File: config.mk
export PLATFORM = sky130hd
export DESIGN_NAME = histogramTop
export DESIGN_NICKNAME = d
export VERILOG_FILES = /design/src/hdl/histPkg.sv /design/src/hdl/histogramTop.sv /design/src/hdl/peakTracker.sv /design/src/hdl/histogramMemory.sv /design/src/hdl/binMapper.sv /design/src/hdl/windowRegs.sv /design/src/hdl/sampleSequencer.sv
export SDC_FILE = /design/constraint.sdc
export NUM_CORES = 1
export LEC_CHECK = 0
export BUFFER_PORTS_ARGS = -buffer_cell sky130_fd_sc_hd__buf_2
export CAP_MARGIN = 20
export CELL_PAD_IN_SITES_DETAIL_PLACEMENT = 0
export CELL_PAD_IN_SITES_GLOBAL_PLACEMENT = 1
export CORE_MARGIN = 5
export CORE_UTILIZATION = 49
export CTS_CLUSTER_DIAMETER = 200
export CTS_CLUSTER_SIZE = 16
export DETAILED_ROUTE_END_ITERATION = 16
export PLACE_DENSITY_LB_ADDON = 0.1
export SKIP_LAST_GASP = 1
export SLEW_MARGIN = 20
export SYNTH_ARGS = -nofsm -noshare
export SYNTH_HDL_FRONTEND = slang
export SYNTH_HIERARCHICAL = 1
export SYNTH_SLANG_ARGS = --single-unit
File: constraint.sdc
create_clock -name clk -period 7.25 [get_ports clk]
set_clock_uncertainty 0.15 [all_clocks]
set_input_delay 1.45 -clock clk [delete_from_list [all_inputs] [get_ports clk]]
set_output_delay 1.45 -clock clk [all_outputs]
set_load 0.03 [all_outputs]
File: src/hdl/histPkg.sv
`default_nettype none

package histPkg;

    // timestamp and histogram geometry
    localparam int tsWidth = 8;
    localparam int binBits = 4;
    localparam int binNum = 16;            // bins per pixel histogram

    // sweep shape of one phase
    localparam int pixelNum = 4;
    localparam int samplesPerPixel = 4;
    localparam int acqNum = 2;             // pixel sweeps per phase

    localparam int countWidth = 8;         // counts saturate at all ones

    // fine window placement around a coarse peak
    localparam int halfWindow = 8;
    localparam int windowMax = (2 ** tsWidth) - binNum;

    typedef logic [tsWidth-1:0] timestampT;
    typedef logic [binBits-1:0] binT;
    typedef logic [countWidth-1:0] countT;
    typedef logic [$clog2(pixelNum)-1:0] pixelT;
    typedef logic [$clog2(pixelNum)+binBits-1:0] memAddrT;   // {pixel, bin}

    typedef enum logic {
        coarsePhase = 1'b0,
        finePhase = 1'b1
    } phaseT;

endpackage

`default_nettype wire
File: src/hdl/histogramTop.sv
`timescale 1ns/1ps
`default_nettype none

module histogramTop
    import histPkg::*;
(
    input  wire logic  clk,
    input  wire logic  combin_res,
    input  wire logic  wrEn,
    input  timestampT  timestamp,
    output phaseT      phase,
    output logic       peakValid,
    output phaseT      peakPhase,
    output pixelT      peakPixel,
    output binT        peakBin,
    output countT      peakCount
);

    pixelT curPixel;
    logic lastSample;
    timestampT winStart;
    binT binIdx;
    logic inWindow;
    logic countValid;
    pixelT countPixel;
    binT countBin;
    countT newCount;
    logic histClear;
    logic winLoad;

    // only coarse peaks place the fine windows
    assign winLoad = peakValid && (peakPhase == coarsePhase);

    sampleSequencer seq_i (
        .clk        (clk),
        .combin_res (combin_res),
        .wrEn       (wrEn),
        .curPixel   (curPixel),
        .phase      (phase),
        .lastSample (lastSample)
    );

    windowRegs win_i (
        .clk        (clk),
        .combin_res (combin_res),
        .loadEn     (winLoad),
        .loadPixel  (peakPixel),
        .loadBin    (peakBin),
        .readPixel  (curPixel),
        .winStart   (winStart)
    );

    binMapper map_i (
        .phase      (phase),
        .timestamp  (timestamp),
        .winStart   (winStart),
        .binIdx     (binIdx),
        .inWindow   (inWindow)
    );

    histogramMemory mem_i (
        .clk        (clk),
        .combin_res (combin_res),
        .wrEn       (wrEn),
        .inWindow   (inWindow),
        .curPixel   (curPixel),
        .binIdx     (binIdx),
        .histClear  (histClear),
        .countValid (countValid),
        .countPixel (countPixel),
        .countBin   (countBin),
        .newCount   (newCount)
    );

    peakTracker peak_i (
        .clk        (clk),
        .combin_res (combin_res),
        .countValid (countValid),
        .countPixel (countPixel),
        .countBin   (countBin),
        .newCount   (newCount),
        .phaseEnd   (lastSample),
        .phase      (phase),
        .peakValid  (peakValid),
        .peakPhase  (peakPhase),
        .peakPixel  (peakPixel),
        .peakBin    (peakBin),
        .peakCount  (peakCount),
        .histClear  (histClear)
    );

endmodule

`default_nettype wire

File: src/hdl/peakTracker.sv
`timescale 1ns/1ps
`default_nettype none

module peakTracker
    import histPkg::*;
(
    input  wire logic  clk,
    input  wire logic  combin_res,
    input  wire logic  countValid,
    input  pixelT      countPixel,
    input  binT        countBin,
    input  countT      newCount,
    input  wire logic  phaseEnd,
    input  phaseT      phase,
    output logic       peakValid,
    output phaseT      peakPhase,
    output pixelT      peakPixel,
    output binT        peakBin,
    output countT      peakCount,
    output logic       histClear
);

    countT maxCount [pixelNum];
    binT maxBin [pixelNum];

    logic phaseEndD;           // waits for the final count
    phaseT rptPhase;
    logic rptActive;
    pixelT rptIdx;
    logic rptLast;

    assign rptLast = rptActive && (rptIdx == pixelT'(pixelNum - 1));

    always_ff @(posedge clk or negedge combin_res) begin
        if (!combin_res) begin
            phaseEndD <= 1'b0;
            rptPhase <= coarsePhase;
            rptActive <= 1'b0;
            rptIdx <= '0;
        end else begin
            phaseEndD <= phaseEnd;
            if (phaseEnd) begin
                rptPhase <= phase;    // still the ending phase here
            end
            if (phaseEndD) begin
                rptActive <= 1'b1;
                rptIdx <= '0;
            end else if (rptLast) begin
                rptActive <= 1'b0;
            end else if (rptActive) begin
                rptIdx <= rptIdx + 1'b1;
            end
        end
    end

    // strict compare keeps the first bin on a tie
    always_ff @(posedge clk or negedge combin_res) begin
        if (!combin_res) begin
            for (int i = 0; i < pixelNum; i++) begin
                maxCount[i] <= '0;
                maxBin[i] <= '0;
            end
        end else if (rptLast) begin
            for (int i = 0; i < pixelNum; i++) begin
                maxCount[i] <= '0;
                maxBin[i] <= '0;
            end
        end else if (countValid && (newCount > maxCount[countPixel])) begin
            maxCount[countPixel] <= newCount;
            maxBin[countPixel] <= countBin;
        end
    end

    assign peakValid = rptActive;
    assign peakPhase = rptPhase;
    assign peakPixel = rptIdx;
    assign peakBin = maxBin[rptIdx];
    assign peakCount = maxCount[rptIdx];
    assign histClear = rptLast;   // memory empties with the last report

endmodule

`default_nettype wire

File: src/hdl/histogramMemory.sv
`timescale 1ns/1ps
`default_nettype none

module histogramMemory
    import histPkg::*;
(
    input  wire logic  clk,
    input  wire logic  combin_res,
    input  wire logic  wrEn,
    input  wire logic  inWindow,
    input  pixelT      curPixel,
    input  binT        binIdx,
    input  wire logic  histClear,
    output logic       countValid,
    output pixelT      countPixel,
    output binT        countBin,
    output countT      newCount
);

    localparam int entryNum = binNum * pixelNum;

    countT countArr [entryNum];
    logic [entryNum-1:0] validBits;   // entry holds a count of this frame

    memAddrT addr;
    logic wrHit;
    countT oldCount;
    countT incCount;

    assign addr = {curPixel, binIdx};
    assign wrHit = wrEn && inWindow;

    // a stale entry reads as zero
    assign oldCount = validBits[addr] ? countArr[addr] : '0;
    assign incCount = (oldCount == '1) ? oldCount : oldCount + 1'b1;

    always_ff @(posedge clk) begin
        if (wrHit) begin
            countArr[addr] <= incCount;
        end
    end

    always_ff @(posedge clk or negedge combin_res) begin
        if (!combin_res) begin
            validBits <= '0;
        end else if (histClear) begin
            validBits <= '0;          // whole histogram empty at once
        end else if (wrHit) begin
            validBits[addr] <= 1'b1;
        end
    end

    always_ff @(posedge clk or negedge combin_res) begin
        if (!combin_res) begin
            countValid <= 1'b0;
        end else begin
            countValid <= wrHit;
        end
    end

    // updated count goes to the peak tracker
    always_ff @(posedge clk) begin
        if (wrHit) begin
            countPixel <= curPixel;
            countBin <= binIdx;
            newCount <= incCount;
        end
    end

endmodule

`default_nettype wire

File: src/hdl/binMapper.sv
`timescale 1ns/1ps
`default_nettype none

module binMapper
    import histPkg::*;
(
    input  phaseT      phase,
    input  timestampT  timestamp,
    input  timestampT  winStart,
    output binT        binIdx,
    output logic       inWindow
);

    timestampT offset;

    // below winStart wraps to a large value, so one compare covers both edges
    assign offset = timestamp - winStart;

    always_comb begin
        if (phase == coarsePhase) begin
            binIdx = timestamp[tsWidth-1 -: binBits];   // top bits only
            inWindow = 1'b1;
        end else begin
            binIdx = offset[binBits-1:0];               // full resolution
            inWindow = (offset < timestampT'(binNum));
        end
    end

endmodule

`default_nettype wire

File: src/hdl/windowRegs.sv
`timescale 1ns/1ps
`default_nettype none

module windowRegs
    import histPkg::*;
(
    input  wire logic  clk,
    input  wire logic  combin_res,
    input  wire logic  loadEn,
    input  pixelT      loadPixel,
    input  binT        loadBin,
    input  pixelT      readPixel,
    output timestampT  winStart
);

    timestampT startRegs [pixelNum];

    int rawStart;              // signed, may go below zero
    timestampT clampStart;

    // window centred on the coarse bin, kept inside the timestamp range
    always_comb begin
        rawStart = int'(loadBin) * binNum - halfWindow;
        if (rawStart < 0) begin
            clampStart = '0;
        end else if (rawStart > windowMax) begin
            clampStart = timestampT'(windowMax);
        end else begin
            clampStart = timestampT'(rawStart);
        end
    end

    always_ff @(posedge clk or negedge combin_res) begin
        if (!combin_res) begin
            for (int i = 0; i < pixelNum; i++) begin
                startRegs[i] <= '0;
            end
        end else if (loadEn) begin
            startRegs[loadPixel] <= clampStart;   // held until next coarse report
        end
    end

    assign winStart = startRegs[readPixel];

endmodule

`default_nettype wire

File: src/hdl/sampleSequencer.sv
`timescale 1ns/1ps
`default_nettype none

module sampleSequencer
    import histPkg::*;
(
    input  wire logic  clk,
    input  wire logic  combin_res,
    input  wire logic  wrEn,
    output pixelT      curPixel,
    output phaseT      phase,
    output logic       lastSample
);

    typedef logic [$clog2(samplesPerPixel)-1:0] sampleCntT;
    typedef logic [$clog2(acqNum)-1:0] acqCntT;

    sampleCntT sampleCnt;
    pixelT pixelCnt;
    acqCntT acqCnt;

    logic sampleWrap;
    logic pixelWrap;
    logic acqWrap;

    assign sampleWrap = (sampleCnt == sampleCntT'(samplesPerPixel - 1));
    assign pixelWrap = (pixelCnt == pixelT'(pixelNum - 1));
    assign acqWrap = (acqCnt == acqCntT'(acqNum - 1));

    // high during the final sample of the phase
    assign lastSample = wrEn && sampleWrap && pixelWrap && acqWrap;

    assign curPixel = pixelCnt;

    // nested counters, sample is innermost
    always_ff @(posedge clk or negedge combin_res) begin
        if (!combin_res) begin
            sampleCnt <= '0;
            pixelCnt <= '0;
            acqCnt <= '0;
        end else if (wrEn) begin
            if (sampleWrap) begin
                sampleCnt <= '0;
                if (pixelWrap) begin
                    pixelCnt <= '0;
                    acqCnt <= acqWrap ? '0 : acqCnt + 1'b1;   // wraps with the phase
                end else begin
                    pixelCnt <= pixelCnt + 1'b1;
                end
            end else begin
                sampleCnt <= sampleCnt + 1'b1;
            end
        end
    end

    always_ff @(posedge clk or negedge combin_res) begin
        if (!combin_res) begin
            phase <= coarsePhase;
        end else if (lastSample) begin
            phase <= (phase == coarsePhase) ? finePhase : coarsePhase;
        end
    end

endmodule

`default_nettype wire

==> results.yml <==
cts:
  clk_pin_slew_ns: 0.08
  cts_sinks: 670
  ctsResizeCount: 0
  cts_hold_buffers: 0
  cts_buffers: 47
  cts_max_level: 2
  cts_setup_buffers: 0
  worstSkewPairLatency_ns: 0.61
  cts.path.max_buffers: 3
  cts_tree: "done"
  root_buffer: "clkbuf_16"
yosys:
  syn-cell-area_um2: 28500
  ys_ff_latch: 670
  synth_flop_cell: "edfxtp_1"
  ys_types: 101
  synth_most_common_cell: "edfxtp_1"
  synth_common_cells: "526 x edfxtp_1, 214 x nor2_1, 154 x mux2i_1"
  synth_top_area_share_pct: 55.5
  yosys.area.top_type: "edfxtp_1"
  async_flop_share_pct: 21.5
  synth_cells: 1861
  synthTopCellsByArea: "edfxtp_1 56%, dfrtp_1 13%, mux2i_1 5.4%"
  synth-seq-area-share_pct: 68.2
  synth_edf_count: 526
  ys_warn_count: 6
  syn_area_per_cell_um2: 15.3
flow_run:
  drv_cap: 0
placement:
  dpl.hpwl_um: 53400
  placed_cells: 2658
  gp_congestion: 0.924
  place.port_buffers: 27
worst_setup_path:
  r2r_cells: 16
  cp.arrival_ns: 6.06
  r2r-end: "mem_i/countArr[42][6]$_DFFE_PP_"
  critPathTopFamily: "compound AO/OA/AOI/OAI gates"
  crit_required_ns: 7.44
  startpoint_type: "flip-flop"
  critical_path_class: "flip-flop to flip-flop"
  startpoint: "seq_i/curPixel[0]$_DFFE_PN0N_"
  critPathBufInv: 4
  critPathCaptureType: "flip-flop"
  cp.depth: 16
  r2r_start: "seq_i/curPixel[0]$_DFFE_PN0N_"
  cp_max_fo: 40
  critPathCapture: "mem_i/countArr[42][6]$_DFFE_PP_"
  critPathMostFrequentCell: "buf_4"
  slowest_delay_ns: 0.66
  r2r_slack_ns: 1.39
  crit_chain: "buf_4 > mux4_2 > inv_1 > ha_1 > o21ai_1 > o21ai_0 > o22ai_1 > buf_4 > nand2b_1 > nand2b_1 > a21oi_1 > a2111oi_2 > a21oi_2 > nand3_1 > mux2i_4 > buf_4"
  slowest_stage: "nand2b_1"
layout:
  n_antenna_cell: 0
  multi_input_area_um2: 8340
  utilization_pct: 54.2
  drive_above_1_share_pct: 17.4
  n_fill_cell: 4687
  syn2layout_area_growth_pct: 9.70
  regArea_um2: 19400
  fin_nets: 1974
  finalNonFillerCells: 2745
routing:
  ant_nets: 0
  drt_first_pass_iters: 5
  via_per_inst: 6.17
  finalWirelength_um: 81600
  vias: 16900
  drtIter0Drc: 1987
  drc: 0
  wl_per_cell_um: 29.7
global_route:
  grt_pass1_vias: 16900
  grt_overflow: 0
  grt_pass1_wl_um: 120000
  antenna_found_initial: 1
  grtUsageTotal_pct: 25.6
  grt_max_degree: 86
timing:
  final_max_slew_viol_count: 0
  max_freq_mhz: 171
  slew_headroom_pct: 25.2
  worst_pin_slew_ns: 1.12
  hold_violations: 0
  fin_tns_setup_ns: 0
  fin_crit_ns: 5.86
  rsz0062_at_grt: "false"
  finalSetupViolations: 0
  finalCritPeriodShare_pct: 80.9
pwr:
  p_per_area_nw_per_um2: 442
  irDropWorstVdd_mv: 0.360
  power.leakage_nw: 11.5
floorplan:
  rows: 88
  core_area_um2: 57600
  die_area_um2: 63000
  die-height_um: 251
  ios: 28
  initial_core_util_pct: 49.4
  dieWidth_um: 251
outcome:
  outcome: "finished, final reports clean"
worst_hold_path:
  hold_path.class: "flip-flop to flip-flop"
metrics by stage:
| step | cell area, µm² | hold WS [ns] | setup slack (ns) | total power, mW |
|---|---|---|---|---|
| global placement | 29800 | 0.309 | 0.840 | 11.2 |
| floorplan | 28500 | 0.267 | 0.521 | 9.30 |
| detailed placement | 29800 | 0.306 | 0.840 | 11.3 |
| CTS | 31200 | 0.318 | 1.46 | 13.9 |
| finish | 31200 | 0.319 | 1.39 | 13.8 |
| global route | 31200 | 0.341 | 1.14 | 14.4 |
layout by cell type, fill, tap and decap left out, types with 7 or more instances in the layout:
cell type	n
a21oi_1	29
a221o_1	7
a221oi_1	51
a22o_1	9
a22oi_1	45
a31oi_1	8
and3_1	9
buf_2	26
buf_4	109
clkbuf_1	37
clkbuf_16	49
dfrtp_1	144
edfxtp_1	526
ha_1	20
inv_1	28
mux2_1	9
mux2_2	24
mux2i_1	150
mux4_2	62
nand2_1	127
nand2b_1	19
nand3_1	21
nand3b_1	20
nand4_1	8
nor2_1	213
o21ai_0	26
o21ai_1	13
o22ai_1	33
metal layers:
| metal | part of all wire, % | vias to the layer above | GRT usage [%] |
|---|---|---|---|
| met5 | 0 | - | 0 |
| met4 | 3.5 | 0 | 7.98 |
| met3 | 7.5 | 142 | 4.08 |
| met2 | 48 | 722 | 41.6 |
| met1 | 41 | 8758 | 36.2 |
| li1 | - | 7317 | - |
report_power, final:
part	switching [mW]	leakage [nW]	internal (mW)
Combinational	3.62	4.23	1.64
Clock	1.28	0.649	1.27
Sequential	0.296	6.64	5.70
Total	5.19	11.5	8.61
worst reg2reg max path, delay by kind of cell (launching register included):
family	cells	cell delay (ns)
AND/OR/NAND/NOR	3	1.22
flip-flops	1	0.34
AO/OA/AOI/OAI	6	1.61
buffers and inverters	4	1.13
multiplexers	2	0.88
adder cells (fa/ha/maj)	1	0.25
cell type report:
class | instances | area share, %
Inverter | 30 | 0.369
Sequential cell | 670 | 62.1
Clock buffer | 86 | 4.37
Timing Repair Buffer | 140 | 3.33
Tap cell | 765 | 3.07
Multi-Input combinational cell | 1053 | 26.7
Clock inverter | 1 | 0.0120
sequential cells by signal, indices dropped and copies added, names as in the netlist:
| signal | count |
|---|---|
| mem_i/countArr | 512 |
| mem_i/countBin | 4 |
| mem_i/countPixel | 2 |
| mem_i/countValid | 1 |
| mem_i/newCount | 8 |
| mem_i/validBits | 64 |
| peak_i/maxBin | 16 |
| peak_i/maxCount | 32 |
| peak_i/peakPhase | 1 |
| peak_i/peakPixel | 2 |
| peak_i/peakValid | 1 |
| peak_i/phaseEndD | 1 |
| seq_i/acqCnt | 1 |
| seq_i/curPixel | 2 |
| seq_i/phase | 1 |
| seq_i/sampleCnt | 2 |
| win_i/startRegs | 20 |
worst min path at each step:
stage	start	endpoint	slack [ns]	cells past startpoint
after CTS	peak_i/phaseEndD$_DFF_PN0_	peak_i/peakPixel[0]$_DFFE_PN0P_	0.32	1
after global placement	win_i/startRegs[5]$_DFFE_PN0P_	win_i/startRegs[5]$_DFFE_PN0P_	0.31	2
after detailed placement	peak_i/phaseEndD$_DFF_PN0_	peak_i/peakPixel[0]$_DFFE_PN0P_	0.31	1
final	peak_i/phaseEndD$_DFF_PN0_	peak_i/peakPixel[0]$_DFFE_PN0P_	0.32	1
after floorplan	peak_i/phaseEndD$_DFF_PN0_	peak_i/peakPixel[0]$_DFFE_PN0P_	0.27	1
after global routing	seq_i/acqCnt$_DFFE_PN0P_	seq_i/acqCnt$_DFFE_PN0P_	0.34	1
kinds of logic (layout without fill, tap and decap cells):
| group | after synthesis | in the layout | synth area share (%) |
|---|---|---|---|
| AOI/OAI and AO/OA | 291 | 291 | 7.86 |
| xor gates and xnor gates | 7 | 7 | 0.215 |
| adders and majority gates | 21 | 21 | 0.950 |
| buffers and inverters | 140 | 257 | 3.06 |
| DFF | 670 | 670 | 68.2 |
| muxes | 255 | 255 | 12.0 |
| other | 1 | 3 | 0.0132 |
| and+or+nand+nor | 476 | 476 | 7.72 |
(Power assumes the default switching activity.)
